### src/router_settings.svh
`ifndef ROUTER_SETTINGS_SVH
`define ROUTER_SETTINGS_SVH

// flit and channel geometry
`define DATA_WIDTH      32
`define CHANNEL_NUMBER  5
`define BUFFER_LENGTH   4

// mesh size and coordinate widths
`define MAX_ROUTERS_X   4
`define MAX_ROUTERS_Y   4
`define COORD_X_WIDTH   $clog2(`MAX_ROUTERS_X)
`define COORD_Y_WIDTH   $clog2(`MAX_ROUTERS_Y)

// default position of a router instance
`define DEFAULT_ROUTER_X 0
`define DEFAULT_ROUTER_Y 0

// channel indices
`define PORT_LOCAL      0
`define PORT_NORTH      1
`define PORT_EAST       2
`define PORT_SOUTH      3
`define PORT_WEST       4

`endif

### src/router_pkg.sv
`include "router_settings.svh"

package router_pkg;

    // header view of a flit, target coordinates in the top bits
    typedef struct packed {
        logic [`COORD_X_WIDTH-1:0] target_x;
        logic [`COORD_Y_WIDTH-1:0] target_y;
        logic [`DATA_WIDTH-`COORD_X_WIDTH-`COORD_Y_WIDTH-1:0] payload;
    } flit_hdr_t;

    // one word, read either as plain data or as a routing header
    typedef union packed {
        logic [`DATA_WIDTH-1:0] raw;
        flit_hdr_t              hdr;
    } flit_u;

endpackage

### src/arbiter.sv
`timescale 1ns/100ps

`include "router_settings.svh"

module arbiter
    import router_pkg::*;
(
    input  logic                         clk,
    input  logic                         arst_n_i,

    input  flit_u [`CHANNEL_NUMBER-1:0]  q_data_i,
    input  logic  [`CHANNEL_NUMBER-1:0]  q_last_i,
    input  logic  [`CHANNEL_NUMBER-1:0]  q_valid_i,
    output logic  [`CHANNEL_NUMBER-1:0]  q_ready_o,

    output flit_u                        arb_data_o,
    output logic                         arb_last_o,
    output logic                         arb_valid_o,
    input  logic                         arb_ready_i,

    output logic  [`COORD_X_WIDTH-1:0]   target_x_o,
    output logic  [`COORD_Y_WIDTH-1:0]   target_y_o,
    output logic                         pkt_start_o
);

    localparam int CH    = `CHANNEL_NUMBER;
    localparam int IDX_W = $clog2(CH);

    logic [IDX_W-1:0] grant;
    logic [IDX_W-1:0] rr_ptr;
    logic             busy;
    logic             mid_pkt;

    logic [IDX_W-1:0] found_idx;
    logic             any_valid;
    logic [IDX_W-1:0] sel;
    logic             xfer;

    function automatic logic [IDX_W-1:0] wrap_idx(input int v);
        return IDX_W'(v % CH);
    endfunction

    // first valid queue, searching upward from the pointer
    always_comb begin
        found_idx = '0;
        any_valid = 1'b0;
        for (int k = 0; k < CH; k++) begin
            if (!any_valid && q_valid_i[wrap_idx(int'(rr_ptr) + k)]) begin
                found_idx = wrap_idx(int'(rr_ptr) + k);
                any_valid = 1'b1;
            end
        end
    end

    assign sel  = busy ? grant : found_idx;
    assign xfer = arb_valid_o & arb_ready_i;

    assign arb_data_o  = q_data_i[sel];
    assign arb_last_o  = q_last_i[sel];
    assign arb_valid_o = q_valid_i[sel];

    // ready goes back to the granted queue only
    always_comb begin
        q_ready_o      = '0;
        q_ready_o[sel] = arb_ready_i;
    end

    // header fields of the current flit
    assign pkt_start_o = ~mid_pkt;
    assign target_x_o  = arb_data_o.hdr.target_x;
    assign target_y_o  = arb_data_o.hdr.target_y;

    always_ff @(posedge clk or negedge arst_n_i) begin
        if (!arst_n_i) begin
            grant   <= '0;
            rr_ptr  <= '0;
            busy    <= 1'b0;
            mid_pkt <= 1'b0;
        end else begin
            if (xfer && arb_last_o) begin
                // packet done, release and move the pointer past this queue
                busy   <= 1'b0;
                rr_ptr <= wrap_idx(int'(sel) + 1);
            end else if (!busy && any_valid) begin
                // lock as soon as a header shows up, even if stalled
                busy  <= 1'b1;
                grant <= found_idx;
            end
            if (xfer) begin
                mid_pkt <= ~arb_last_o;
            end
        end
    end

endmodule

### src/router.sv
`timescale 1ns/100ps

`include "router_settings.svh"

module router
    import router_pkg::*;
#(
    parameter int ROUTER_X = `DEFAULT_ROUTER_X,
    parameter int ROUTER_Y = `DEFAULT_ROUTER_Y
) (
    input  logic                         clk,
    input  logic                         arst_n_i,

    input  flit_u [`CHANNEL_NUMBER-1:0]  in_data_i,
    input  logic  [`CHANNEL_NUMBER-1:0]  in_last_i,
    input  logic  [`CHANNEL_NUMBER-1:0]  in_valid_i,
    output logic  [`CHANNEL_NUMBER-1:0]  in_ready_o,

    output flit_u [`CHANNEL_NUMBER-1:0]  out_data_o,
    output logic  [`CHANNEL_NUMBER-1:0]  out_last_o,
    output logic  [`CHANNEL_NUMBER-1:0]  out_valid_o,
    input  logic  [`CHANNEL_NUMBER-1:0]  out_ready_i
);

    // queue heads towards the arbiter
    flit_u [`CHANNEL_NUMBER-1:0] q_data;
    logic  [`CHANNEL_NUMBER-1:0] q_last;
    logic  [`CHANNEL_NUMBER-1:0] q_valid;
    logic  [`CHANNEL_NUMBER-1:0] q_ready;

    // single crossbar path
    flit_u                       arb_data;
    logic                        arb_last;
    logic                        arb_valid;
    logic                        arb_ready;

    logic  [`COORD_X_WIDTH-1:0]  target_x;
    logic  [`COORD_Y_WIDTH-1:0]  target_y;
    logic                        pkt_start;

    for (genvar i = 0; i < `CHANNEL_NUMBER; i++) begin : g_in_fifo
        stream_fifo #(
            .DEPTH    (`BUFFER_LENGTH)
        ) u_fifo (
            .clk      (clk),
            .arst_n_i (arst_n_i),
            .data_i   (in_data_i[i]),
            .last_i   (in_last_i[i]),
            .valid_i  (in_valid_i[i]),
            .ready_o  (in_ready_o[i]),
            .data_o   (q_data[i]),
            .last_o   (q_last[i]),
            .valid_o  (q_valid[i]),
            .ready_i  (q_ready[i])
        );
    end

    arbiter u_arbiter (
        .clk         (clk),
        .arst_n_i    (arst_n_i),
        .q_data_i    (q_data),
        .q_last_i    (q_last),
        .q_valid_i   (q_valid),
        .q_ready_o   (q_ready),
        .arb_data_o  (arb_data),
        .arb_last_o  (arb_last),
        .arb_valid_o (arb_valid),
        .arb_ready_i (arb_ready),
        .target_x_o  (target_x),
        .target_y_o  (target_y),
        .pkt_start_o (pkt_start)
    );

    xy_route #(
        .ROUTER_X    (ROUTER_X),
        .ROUTER_Y    (ROUTER_Y)
    ) u_xy_route (
        .clk         (clk),
        .arst_n_i    (arst_n_i),
        .arb_data_i  (arb_data),
        .arb_last_i  (arb_last),
        .arb_valid_i (arb_valid),
        .arb_ready_o (arb_ready),
        .target_x_i  (target_x),
        .target_y_i  (target_y),
        .pkt_start_i (pkt_start),
        .out_data_o  (out_data_o),
        .out_last_o  (out_last_o),
        .out_valid_o (out_valid_o),
        .out_ready_i (out_ready_i)
    );

endmodule

### src/stream_fifo.sv
`timescale 1ns/100ps

`include "router_settings.svh"

module stream_fifo
    import router_pkg::*;
#(
    parameter int DEPTH = `BUFFER_LENGTH
) (
    input  logic  clk,
    input  logic  arst_n_i,

    input  flit_u data_i,
    input  logic  last_i,
    input  logic  valid_i,
    output logic  ready_o,

    output flit_u data_o,
    output logic  last_o,
    output logic  valid_o,
    input  logic  ready_i
);

    localparam int PTR_W = (DEPTH > 1) ? $clog2(DEPTH) : 1;
    localparam int CNT_W = $clog2(DEPTH + 1);

    // each entry holds {last, data}
    logic [`DATA_WIDTH:0] mem [DEPTH];

    logic [PTR_W-1:0] wr_ptr;
    logic [PTR_W-1:0] rd_ptr;
    logic [CNT_W-1:0] count;
    logic             wr_en;
    logic             rd_en;

    function automatic logic [PTR_W-1:0] ptr_next(input logic [PTR_W-1:0] ptr);
        if (ptr == PTR_W'(DEPTH - 1)) begin
            return '0;
        end
        return ptr + 1'b1;
    endfunction

    assign ready_o = (count != CNT_W'(DEPTH));
    assign valid_o = (count != '0);

    assign wr_en = valid_i & ready_o;
    assign rd_en = valid_o & ready_i;

    // head of queue straight from storage
    assign data_o = mem[rd_ptr][`DATA_WIDTH-1:0];
    assign last_o = mem[rd_ptr][`DATA_WIDTH];

    always_ff @(posedge clk) begin
        if (wr_en) begin
            mem[wr_ptr] <= {last_i, data_i};
        end
    end

    always_ff @(posedge clk or negedge arst_n_i) begin
        if (!arst_n_i) begin
            wr_ptr <= '0;
            rd_ptr <= '0;
            count  <= '0;
        end else begin
            if (wr_en) begin
                wr_ptr <= ptr_next(wr_ptr);
            end
            if (rd_en) begin
                rd_ptr <= ptr_next(rd_ptr);
            end
            // a full fifo never writes, so no overflow on simultaneous access
            case ({wr_en, rd_en})
                2'b10:   count <= count + 1'b1;
                2'b01:   count <= count - 1'b1;
                default: count <= count;
            endcase
        end
    end

endmodule

### src/xy_route.sv
`timescale 1ns/100ps

`include "router_settings.svh"

module xy_route
    import router_pkg::*;
#(
    parameter int ROUTER_X = `DEFAULT_ROUTER_X,
    parameter int ROUTER_Y = `DEFAULT_ROUTER_Y
) (
    input  logic                         clk,
    input  logic                         arst_n_i,

    input  flit_u                        arb_data_i,
    input  logic                         arb_last_i,
    input  logic                         arb_valid_i,
    output logic                         arb_ready_o,

    input  logic  [`COORD_X_WIDTH-1:0]   target_x_i,
    input  logic  [`COORD_Y_WIDTH-1:0]   target_y_i,
    input  logic                         pkt_start_i,

    output flit_u [`CHANNEL_NUMBER-1:0]  out_data_o,
    output logic  [`CHANNEL_NUMBER-1:0]  out_last_o,
    output logic  [`CHANNEL_NUMBER-1:0]  out_valid_o,
    input  logic  [`CHANNEL_NUMBER-1:0]  out_ready_i
);

    localparam int IDX_W = $clog2(`CHANNEL_NUMBER);

    logic [IDX_W-1:0] dec_port;
    logic [IDX_W-1:0] held_port;
    logic [IDX_W-1:0] cur_port;

    // x dimension first
    always_comb begin
        if (int'(target_x_i) > ROUTER_X) begin
            dec_port = IDX_W'(`PORT_EAST);
        end else if (int'(target_x_i) < ROUTER_X) begin
            dec_port = IDX_W'(`PORT_WEST);
        end else if (int'(target_y_i) > ROUTER_Y) begin
            dec_port = IDX_W'(`PORT_NORTH);
        end else if (int'(target_y_i) < ROUTER_Y) begin
            dec_port = IDX_W'(`PORT_SOUTH);
        end else begin
            dec_port = IDX_W'(`PORT_LOCAL);
        end
    end

    assign cur_port = pkt_start_i ? dec_port : held_port;

    // body flits follow the header's port
    always_ff @(posedge clk or negedge arst_n_i) begin
        if (!arst_n_i) begin
            held_port <= IDX_W'(`PORT_LOCAL);
        end else if (arb_valid_i && arb_ready_o && pkt_start_i) begin
            held_port <= dec_port;
        end
    end

    always_comb begin
        out_valid_o = '0;
        for (int c = 0; c < `CHANNEL_NUMBER; c++) begin
            out_data_o[c] = arb_data_i;
            out_last_o[c] = arb_last_i;
        end
        out_valid_o[cur_port] = arb_valid_i;
    end

    assign arb_ready_o = out_ready_i[cur_port];

endmodule

### config.mk
export PLATFORM = sky130hd
export DESIGN_NAME = router
export DESIGN_NICKNAME = d
export VERILOG_FILES = /design/src/router_pkg.sv /design/src/arbiter.sv /design/src/router.sv /design/src/stream_fifo.sv /design/src/xy_route.sv
export VERILOG_INCLUDE_DIRS = /design/src /design/src/src
export SDC_FILE = /design/constraint.sdc
export NUM_CORES = 1
export LEC_CHECK = 0
export ABC_AREA = 0
export BUFFER_PORTS_ARGS = -buffer_cell sky130_fd_sc_hd__buf_2
export CAP_MARGIN = 5
export CORE_AREA = 10 10 336 338
export CTS_BUF_LIST = sky130_fd_sc_hd__clkbuf_8
export CTS_CLUSTER_DIAMETER = 40
export DETAILED_ROUTE_END_ITERATION = 6
export DIE_AREA = 0 0 346 348
export PLACE_DENSITY = 0.47
export SLEW_MARGIN = 25
export SYNTH_ARGS = -nofsm -noshare
export SYNTH_HDL_FRONTEND = slang
export SYNTH_HIERARCHICAL = 1
export SYNTH_SLANG_ARGS = --single-unit
export TNS_END_PERCENT = 5
### constraint.sdc
create_clock -name clk -period 9.75 [get_ports clk]
set_input_delay 0.975 -clock clk [delete_from_list [all_inputs] [get_ports clk]]
set_output_delay 0.975 -clock clk [all_outputs]
set_load 0.05 [all_outputs]
# == After elaboration in Yosys (flattened, before gate mapping) ==
# Memories as Yosys holds them, arrays and structs flattened.
# Index checks and enable logic that the tools add are counted.
# totals
ff_bits,46
ram_bits,660
memories,5
# mem_list
memory,words,word_bits,read_ports,rd_clocked_by_memory_dff,wr,line_no,rtl
g_in_fifo[0].u_fifo.mem,4,33,1,0,1,stream_fifo.sv:28,logic [`DATA_WIDTH:0] mem [DEPTH];
g_in_fifo[1].u_fifo.mem,4,33,1,0,1,stream_fifo.sv:28,
g_in_fifo[2].u_fifo.mem,4,33,1,0,1,stream_fifo.sv:28,
g_in_fifo[3].u_fifo.mem,4,33,1,0,1,stream_fifo.sv:28,
g_in_fifo[4].u_fifo.mem,4,33,1,0,1,stream_fifo.sv:28,
# classes
n_addsub,25
div,6
magnitude_cmp,11
n_eq_ne,25
mux,93
bitwise,16
n_reduce_logical,27
# op_table
operator,n
$mod A32 B4 Y32 const B,5
$bmux W32 S3,1
$mux W1,48
$mux W2,21
$mod A4 B4 Y32 const B,1
$mux W32,1
$eq A2 B2 Y1 const B,15
$pmux W3 S2,5
$lt A3 B4 Y1 const B,7
$bmux W1 S3,8
$mux W3,7
$add A2 B1 Y2 const B,10
$add A3 B1 Y3 const B,5
$ne A3 B3 Y1 const B,5
$reduce_bool A3 Y1,5
$sub A3 B1 Y3 const B,5
$reduce_bool A2 Y1,6
$and A1 B1 Y1,11
$and A5 B5 Y5,2
$eq A2 B1 Y1 const B,5
$logic_and A1 B1 Y1,10
$add A3 B1 Y4 const B,2
$add A3 B2 Y4 const B,2
$demux W1 S3,2
other kinds (6),14

# == Logic depth before layout (Yosys ltp) ==
# Gate-level depths: netlist (run 1).
# depth
ltp_word,29
depth_mapped,43

# == Hierarchy ==
# The synthesis (run 1) kept the hierarchy.
# modules_own_cells
module,n_inst,cells_each,area_per_inst_um2,seq_area_each_um2
stream_fifo at g_in_fifo[0].u_fifo ...,3,213,5210.0,4139.0
stream_fifo at g_in_fifo[1].u_fifo,1,213,5306.3,4139.0
stream_fifo at g_in_fifo[2].u_fifo,1,213,5275.1,4139.0
arbiter,1,526,3842.4,200.2
xy_route,1,197,1490.2,50.0

# == Worst setup path after synthesis (run 1) ==
# OpenSTA, ideal clock, no wires.
# synth_timing
kind,flip-flop to flip-flop
from,reg u_arbiter.rr_ptr[0]
to,reg g_in_fifo[4].u_fifo.count[2]
setup_time_ns,0.079
t_arrival_ns,7.535
required_time_ns,9.671
slack_ns,2.136
stages_incl_launch_ff,43
path_buffers,8
synth_period_minus_slack_ns,7.614
path_cell_list,dfrtp_1 buf_2 inv_2 buf_2 ha_1 inv_1 ha_1 buf_4 inv_2 ha_1 inv_1 ha_1 nand2b_1 or3_1 o311ai_0 nand3_1 a211o_1 and2_1 (+7 left out) buf_2 mux2i_1 o22ai_1 buf_4 or2_0 a31oi_1 a221oi_2 a21oi_1 nand2_1 nor3_1 nand2_1 inv_1 ha_1 inv_1 fa_1 xor2_1 nor2_1 xor2_1
# synth_lines
item,line_no,rtl
"start, declared",arbiter.sv:30,logic [IDX_W-1:0] rr_ptr;
"start signal, assigned",arbiter.sv:83,rr_ptr <= wrap_idx(int'(sel) + 1);
"end signal, assigned",stream_fifo.sv:73,2'b10: count <= count + 1'b1;
"end signal, assigned",stream_fifo.sv:74,2'b01: count <= count - 1'b1;
"end signal, assigned",stream_fifo.sv:75,default: count <= count;
"end, declared",stream_fifo.sv:32,logic [CNT_W-1:0] count;

# == Final worst setup path (run 1) ==
# layout_timing
from,reg u_arbiter.rr_ptr[0]
to,out out_valid_o[1]
# layout_via
elab_chain_len,28
elab_cells_between_ends,52
classes_between,4 x add/sub; 5 x div; 4 x order compare; 29 x mux; 1 x bitwise; 9 x reduce/logical
# layout_rtl
item,line_no,rtl
branches (longest 15 deep; another with $mod A32 B4 Y32),--,
$mux W3 (*),arbiter.sv:48,if (!any_valid && q_valid_i[wrap_idx(int'(rr_ptr) + k)]) begin
$mux W3 (*),arbiter.sv:55,assign sel = busy ? grant : found_idx;
$bmux W32 S3,arbiter.sv:58,assign arb_data_o = q_data_i[sel];
$mux W32 (implied by the code),arbiter.sv:58,
$gt A2 B1 Y1,xy_route.sv:41,end else if (int'(target_y_i) > ROUTER_Y) begin
$mux W1,xy_route.sv:41,
$mux W2,xy_route.sv:37,if (int'(target_x_i) > ROUTER_X) begin
$mux W3,xy_route.sv:50,assign cur_port = pkt_start_i ? dec_port : held_port;
$lt A3 B4 Y1 (implied by the code) or $ge A3 B1 Y1 (tied branches),xy_route.sv:67,out_valid_o[cur_port] = arb_valid_i;
$logic_and A1 B1 Y1 (implied by the code),xy_route.sv:67,
$mux W1 (implied by the code),xy_route.sv:67,
$demux W1 S3,--,
$and A5 B5 Y5 (no source line) (*),--,
"end, declared",router.sv:21,"output logic [`CHANNEL_NUMBER-1:0] out_valid_o,"
# Every way passes the cells marked *. The select of a mux whose other input is x is not followed.

==> impl_metrics.toml, run 1 <==
[synth]
synth.distinct_cells = 98
synth_area_leaders = "edfxtp_1 (63%), mux4_2 (10%), buf_4 (4.3%)"
synth_ff_type = "edfxtp_1"
ys_seq_elements = 705
syn_avg_cell_area_um2 = 17.64
synth_cells = 1788
yosysWarnings = 6
syn_area_um2 = 31540
synth_top_cell_area_share_pct = 62.83
synth_edf_count = 660
async_flop_share_pct = 6.383
synth_top_area_cell = "edfxtp_1"
ys_seq_area_share_pct = 66.40
synth_nets = 2019

[floorplan]
die_area_um2 = 120400
die_h_um = 348
rows = 120
start_util_pct = 29.67
pin_count = 352
core-area_um2 = 106300
fp.dieW_um = 346

[detailed_routing]
drt_first_pass_iters = 5
detail_route.wl_per_cell_um = 24.16
drt_wl_total_um = 85300
antenna_left = 0
drc = 0
vias = 16848
via_per_inst = 4.771
dr.first_iter.drc_count = 1012

[setup_path]
end_kind = "primary output"
crit_path_cell_trace = "inv_2, ha_1, a21oi_1, xnor2_1, inv_1, ha_1, o22ai_2, a22o_1, nand3_1, a222oi_1, nand2b_1, a31oi_1, o211ai_1, nand2_1, nor2_4, a21oi_1, o22ai_1, or2_0, a31oi_1, buf_4, nor2_1, buf_2"
reg2reg_from = "u_arbiter/rr_ptr[0]$_DFFE_PN0P_"
crit_family = "compound AO/OA/AOI/OAI gates"
worstRegToRegCells = 32
worstSetupStartpointType = "register"
cp_slowest_cell = "o22ai_1"
slowest_delay_ns = 0.63
critPathMaxFanout = 18
worst_ep_arrival_time_ns = 7.80
crit_buf_inv = 4
r2r-end = "g_in_fifo[1].u_fifo/count[2]$_DFFE_PN0P_"
worstPathRequired_ns = 8.78
critPathKind = "register to primary output"
startpoint = "u_arbiter/rr_ptr[0]$_DFFE_PN0P_"
rrSetupSlack_ns = 1.12

[sta]
fin_skew_ns = 0.06054
setup_viol = 0
finalCriticalPeriod_ns = 8.777
relSlewSlack_pct = 31.07
worst_pin_slew_ns = 1.034
rsz0062_at_grt = "false"
drv_slew = 0
fmax_mhz = 113.9
hold_violations = 0
fin_setup_tns_ns = 0
setup_ws_ns = 0.9729
min_period_over_period_pct = 90.02

[global_routing]
grt_pass1_vias = 18039
grt_pass1_wl_um = 122800
grtUsageTotal_pct = 13.76
antenna_found_initial = 45
grt_max_degree = 46
overflow = 0

[clock_network]
clock-sinks = 705
cts_tree = "built"
cts_setup_buffers = 0
hold_buffers = 0
post_cts_resized = 0
root_buffer = "clkbuf_8"
htreeDepth = 3
cts_buffers = 117
cts_max_path_buffers = 3
clk_pin_slew_worst_paths_ns = 0.06
clock_latency_ns = 0.76

[cells_and_area]
mostFrequentLayoutCell = "edfxtp_1"
utilization_pct = 33.65
fillers = 10232
nNetsFinal = 2261
ff_latch_area_um2 = 20950
most-common-layout-cells = "edfxtp_1 (660), buf_2 (349), mux4_2 (140)"
fin_area_um2 = 35770
multiInputGateArea_um2 = 8658
final_layout_size_suffix_gt1_share_pct = 35.65
area.growth.synth_to_final_pct = 13.38

[placed_design]
placed_cell_area_um2 = 33500
place_hpwl_um = 58780
io_buffers = 349
place_congestion = 0.7836
pre_cts_ws_ns = 0.9896

[min_path]
min_path_type = "input pin to async pin"

[job]
maxCapViolCount = 0

[outcome]
status = "complete, no violations"
## final cells by class
cell class / instances / area share [%]
multi-input combinational: 773 / 24.21
sequential: 705 / 58.59
tap: 1403 / 4.908
antenna: 10 / 0.06997
inverter: 57 / 0.6122
timing repair buffer: 376 / 5.485
clock inverter: 87 / 1.511
clock buffer: 120 / 4.618
## worst max-delay path by stage
stage | depth (start not counted) | slack, ns | end
after floorplan | 42 | 2.14 | g_in_fifo[4].u_fifo/count[2]$_DFFE_PN0P_
after global placement | 38 | 1.22 | g_in_fifo[1].u_fifo/count[2]$_DFFE_PN0P_
after detailed placement | 32 | 0.99 | g_in_fifo[1].u_fifo/count[2]$_DFFE_PN0P_
after CTS | 22 | 0.79 | out_valid_o[1]
after global routing | 22 | 0.43 | out_valid_o[1]
final | 22 | 0.97 | out_valid_o[1]
## metal layers
metal  global-route usage, %  routed length [µm]  vias to the layer above
met5                       0                 241                        -
met4                   4.083                1657                       36
met3                   3.588                5451                      140
met2                   23.63               42710                      551
met1                   16.92               35230                     8699
li1                        -                   -                     7422
## state kept, by name, indices dropped and copies added, names as in the netlist
signal / cells
u_arbiter/mid_pkt: 1
g_in_fifo.u_fifo/wr_ptr: 10
g_in_fifo.u_fifo/count: 15
g_in_fifo.u_fifo/mem: 660
u_xy_route/held_port: 2
u_arbiter/rr_ptr: 3
u_arbiter/busy: 1
u_arbiter/grant: 3
g_in_fifo.u_fifo/rd_ptr: 10
## stage by stage
stage,hold WS [ns],std cells
after floorplan,0.4481,1788
final,0.3609,3531
after global routing,0.3777,3526
after global placement,0.4643,3313
after detailed placement,0.4658,3313
after CTS,0.3202,3520
## logic make-up after synthesis
logic type	after synthesis	synth area share, %
DFF	705	66.40
buffers and inverters	310	6.378
muxes	276	15.83
and+or+nand+nor	230	4.086
AOI/OAI and AO/OA	190	4.363
adders and majority gates	54	2.261
xor gates and xnor gates	22	0.6703
other	1	0.01189
## synth_stat cells (25+ instances only)
| cell | count |
|---|---|
| nand2_1 | 29 |
| buf_2 | 31 |
| mux4_1 | 25 |
| mux4_2 | 140 |
| dfrtp_1 | 45 |
| o22ai_1 | 34 |
| buf_4 | 182 |
| nor2_1 | 75 |
| edfxtp_1 | 660 |
| a21oi_1 | 57 |
| mux2i_1 | 86 |
| inv_1 | 52 |
| ha_1 | 49 |
Power of run 1 is left out: the tool's default activity adds up to more than one toggle a clock period on the data nets, which glitch-free logic cannot reach.
==> inputs of run 2 (changes only) <==
CORE_AREA = 10 10 263 265   (was 10 10 336 338)
DIE_AREA = 0 0 273 275   (was 0 0 346 348)
PLACE_DENSITY = 0.69   (was 0.47)
==> run 2 against run 1 <==
Net effect:
- die area down 38%
- global-route usage up 6.1 points
- clock skew down 0.037 ns
- non-clock buffer count up 4
- clock-buffer cell count down 7
- via count up 0.95%
- wire length down 11%
- cell area down 2.6%
- critical path type is now register to register
==> impl_metrics.toml, run 2 (synthesized netlist as in run 1, its figures left out) <==
[global_routing]
overflow = 0
grt_max_degree = 46
grtUsageTotal_pct = 19.82
grt_pass1_vias = 17723
antenna_found_initial = 20
grt_pass1_wl_um = 111400

[sta]
fmax_mhz = 111.0
finalCriticalPeriod_ns = 9.011
relSlewSlack_pct = 30.02
fin_skew_ns = 0.02369
rsz0062_at_grt = "false"
setup_viol = 0
min_period_over_period_pct = 92.42
worst_pin_slew_ns = 1.050
fin_setup_tns_ns = 0
hold_violations = 0
drv_slew = 0

[cells_and_area]
final_layout_size_suffix_gt1_share_pct = 35.22
largest_reg_flops = 660
nNetsFinal = 2260
most-common-layout-cells = "edfxtp_1 (660), buf_2 (349), mux4_2 (140)"
area.growth.synth_to_final_pct = 10.44
largestRegisters = "g_in_fifo.u_fifo/mem: 660 flops, g_in_fifo.u_fifo/count: 15 flops"
fillers = 4971
largest-register = "g_in_fifo.u_fifo/mem"
mostFrequentLayoutCell = "edfxtp_1"

[detailed_routing]
vias = 17008
drt_first_pass_iters = 6
drc = 0
detail_route.wl_per_cell_um = 25.42
dr.first_iter.drc_count = 1403
antenna_left = 0
drt_wl_total_um = 75770
via_per_inst = 5.705

[clock_network]
cts_tree = "built"
cts_max_path_buffers = 3
post_cts_resized = 0
root_buffer = "clkbuf_8"
htreeDepth = 3
clock-sinks = 705
clk_pin_slew_worst_paths_ns = 0.06
hold_buffers = 0
clock_latency_ns = 0.72
cts_buffers = 112
cts_setup_buffers = 0

[placed_design]
place_congestion = 0.8544
place_hpwl_um = 50380
io_buffers = 349

[floorplan]
start_util_pct = 49.38
die_area_um2 = 75080
core-area_um2 = 63880
fp.dieW_um = 273
pin_count = 352
rows = 93
die_h_um = 275

[job]
maxCapViolCount = 0

[outcome]
status = "complete, no violations"

[setup_path]
cp_slowest_cell = "nor2_2"
worstPathRequired_ns = 10.37
worst_ep_arrival_time_ns = 9.63
critPathKind = "register to register"
worstSetupStartpointType = "register"
slowest_delay_ns = 0.78
end_kind = "register"
critPathMaxFanout = 19

[min_path]
min_path_type = "input pin to async pin"
[run 2: final timing paths]
path / from / to / slack (ns) / cells after the start
min in group clk: in_data_i[118] / g_in_fifo[3].u_fifo/mem[3][22]$_DFFE_PP_ / 0.47 / 1
max reg2reg: u_arbiter/rr_ptr[0]$_DFFE_PN0P_ / g_in_fifo[4].u_fifo/count[2]$_DFFE_PN0P_ / 0.74 / 33
min reg2reg: g_in_fifo[0].u_fifo/count[2]$_DFFE_PN0P_ / g_in_fifo[0].u_fifo/count[2]$_DFFE_PN0P_ / 0.48 / 1
max in group asynchronous: arst_n_i / g_in_fifo[4].u_fifo/rd_ptr[0]$_DFFE_PN0P_ / 8.87 / 2
min: arst_n_i / u_xy_route/held_port[1]$_DFFE_PN0P_ / 0.35 / 2
max: u_arbiter/rr_ptr[0]$_DFFE_PN0P_ / g_in_fifo[4].u_fifo/count[2]$_DFFE_PN0P_ / 0.74 / 33
[run 2: worst max-delay path, delay by kind of cell, from the launching register on]
family | cells | cell delay, ns
AOI/OAI and AO/OA | 11 | 3.13
xor gates and xnor gates | 3 | 0.75
adders and majority gates | 4 | 1.38
buffers and inverters | 6 | 1.02
DFF | 1 | 0.39
and+or+nand+nor | 9 | 2.22
[run 2: final cells by class]
cell class,instances,area [µm²],share of cell area [%]
antenna,8,20.02,0.05746
clock buffer,113,1555,4.464
clock inverter,90,444.2,1.275
inverter,57,219.0,0.6285
multi-input combinational,773,8600,24.68
sequential,705,20950,60.14
tap,855,1070,3.071
timing repair buffer,380,1979,5.682
[run 2: metal layers]
metal  global-route usage, %  wire (µm)
met5                       0         93
met4                   6.252       1702
met2                   33.51      39010
met3                   4.463       4437
met1                   25.23      30520
[run 2: metrics by stage]
stage               instance area (µm²)  setup WS, ns  hold WS [ns]  utilization, %  std cells
global placement                  32810         1.037        0.4644           51.36       2770
global route                      34830       0.08470        0.3651           54.52       2977
floorplan                         31540         2.136        0.4481               -       1788
detailed placement                32810        0.8513        0.4667           51.36       2770
finish                            34840        0.7394        0.3460           54.54       2981
CTS                               34810        0.7870        0.3438           54.49       2973
Power of run 2 is left out for the same reason.
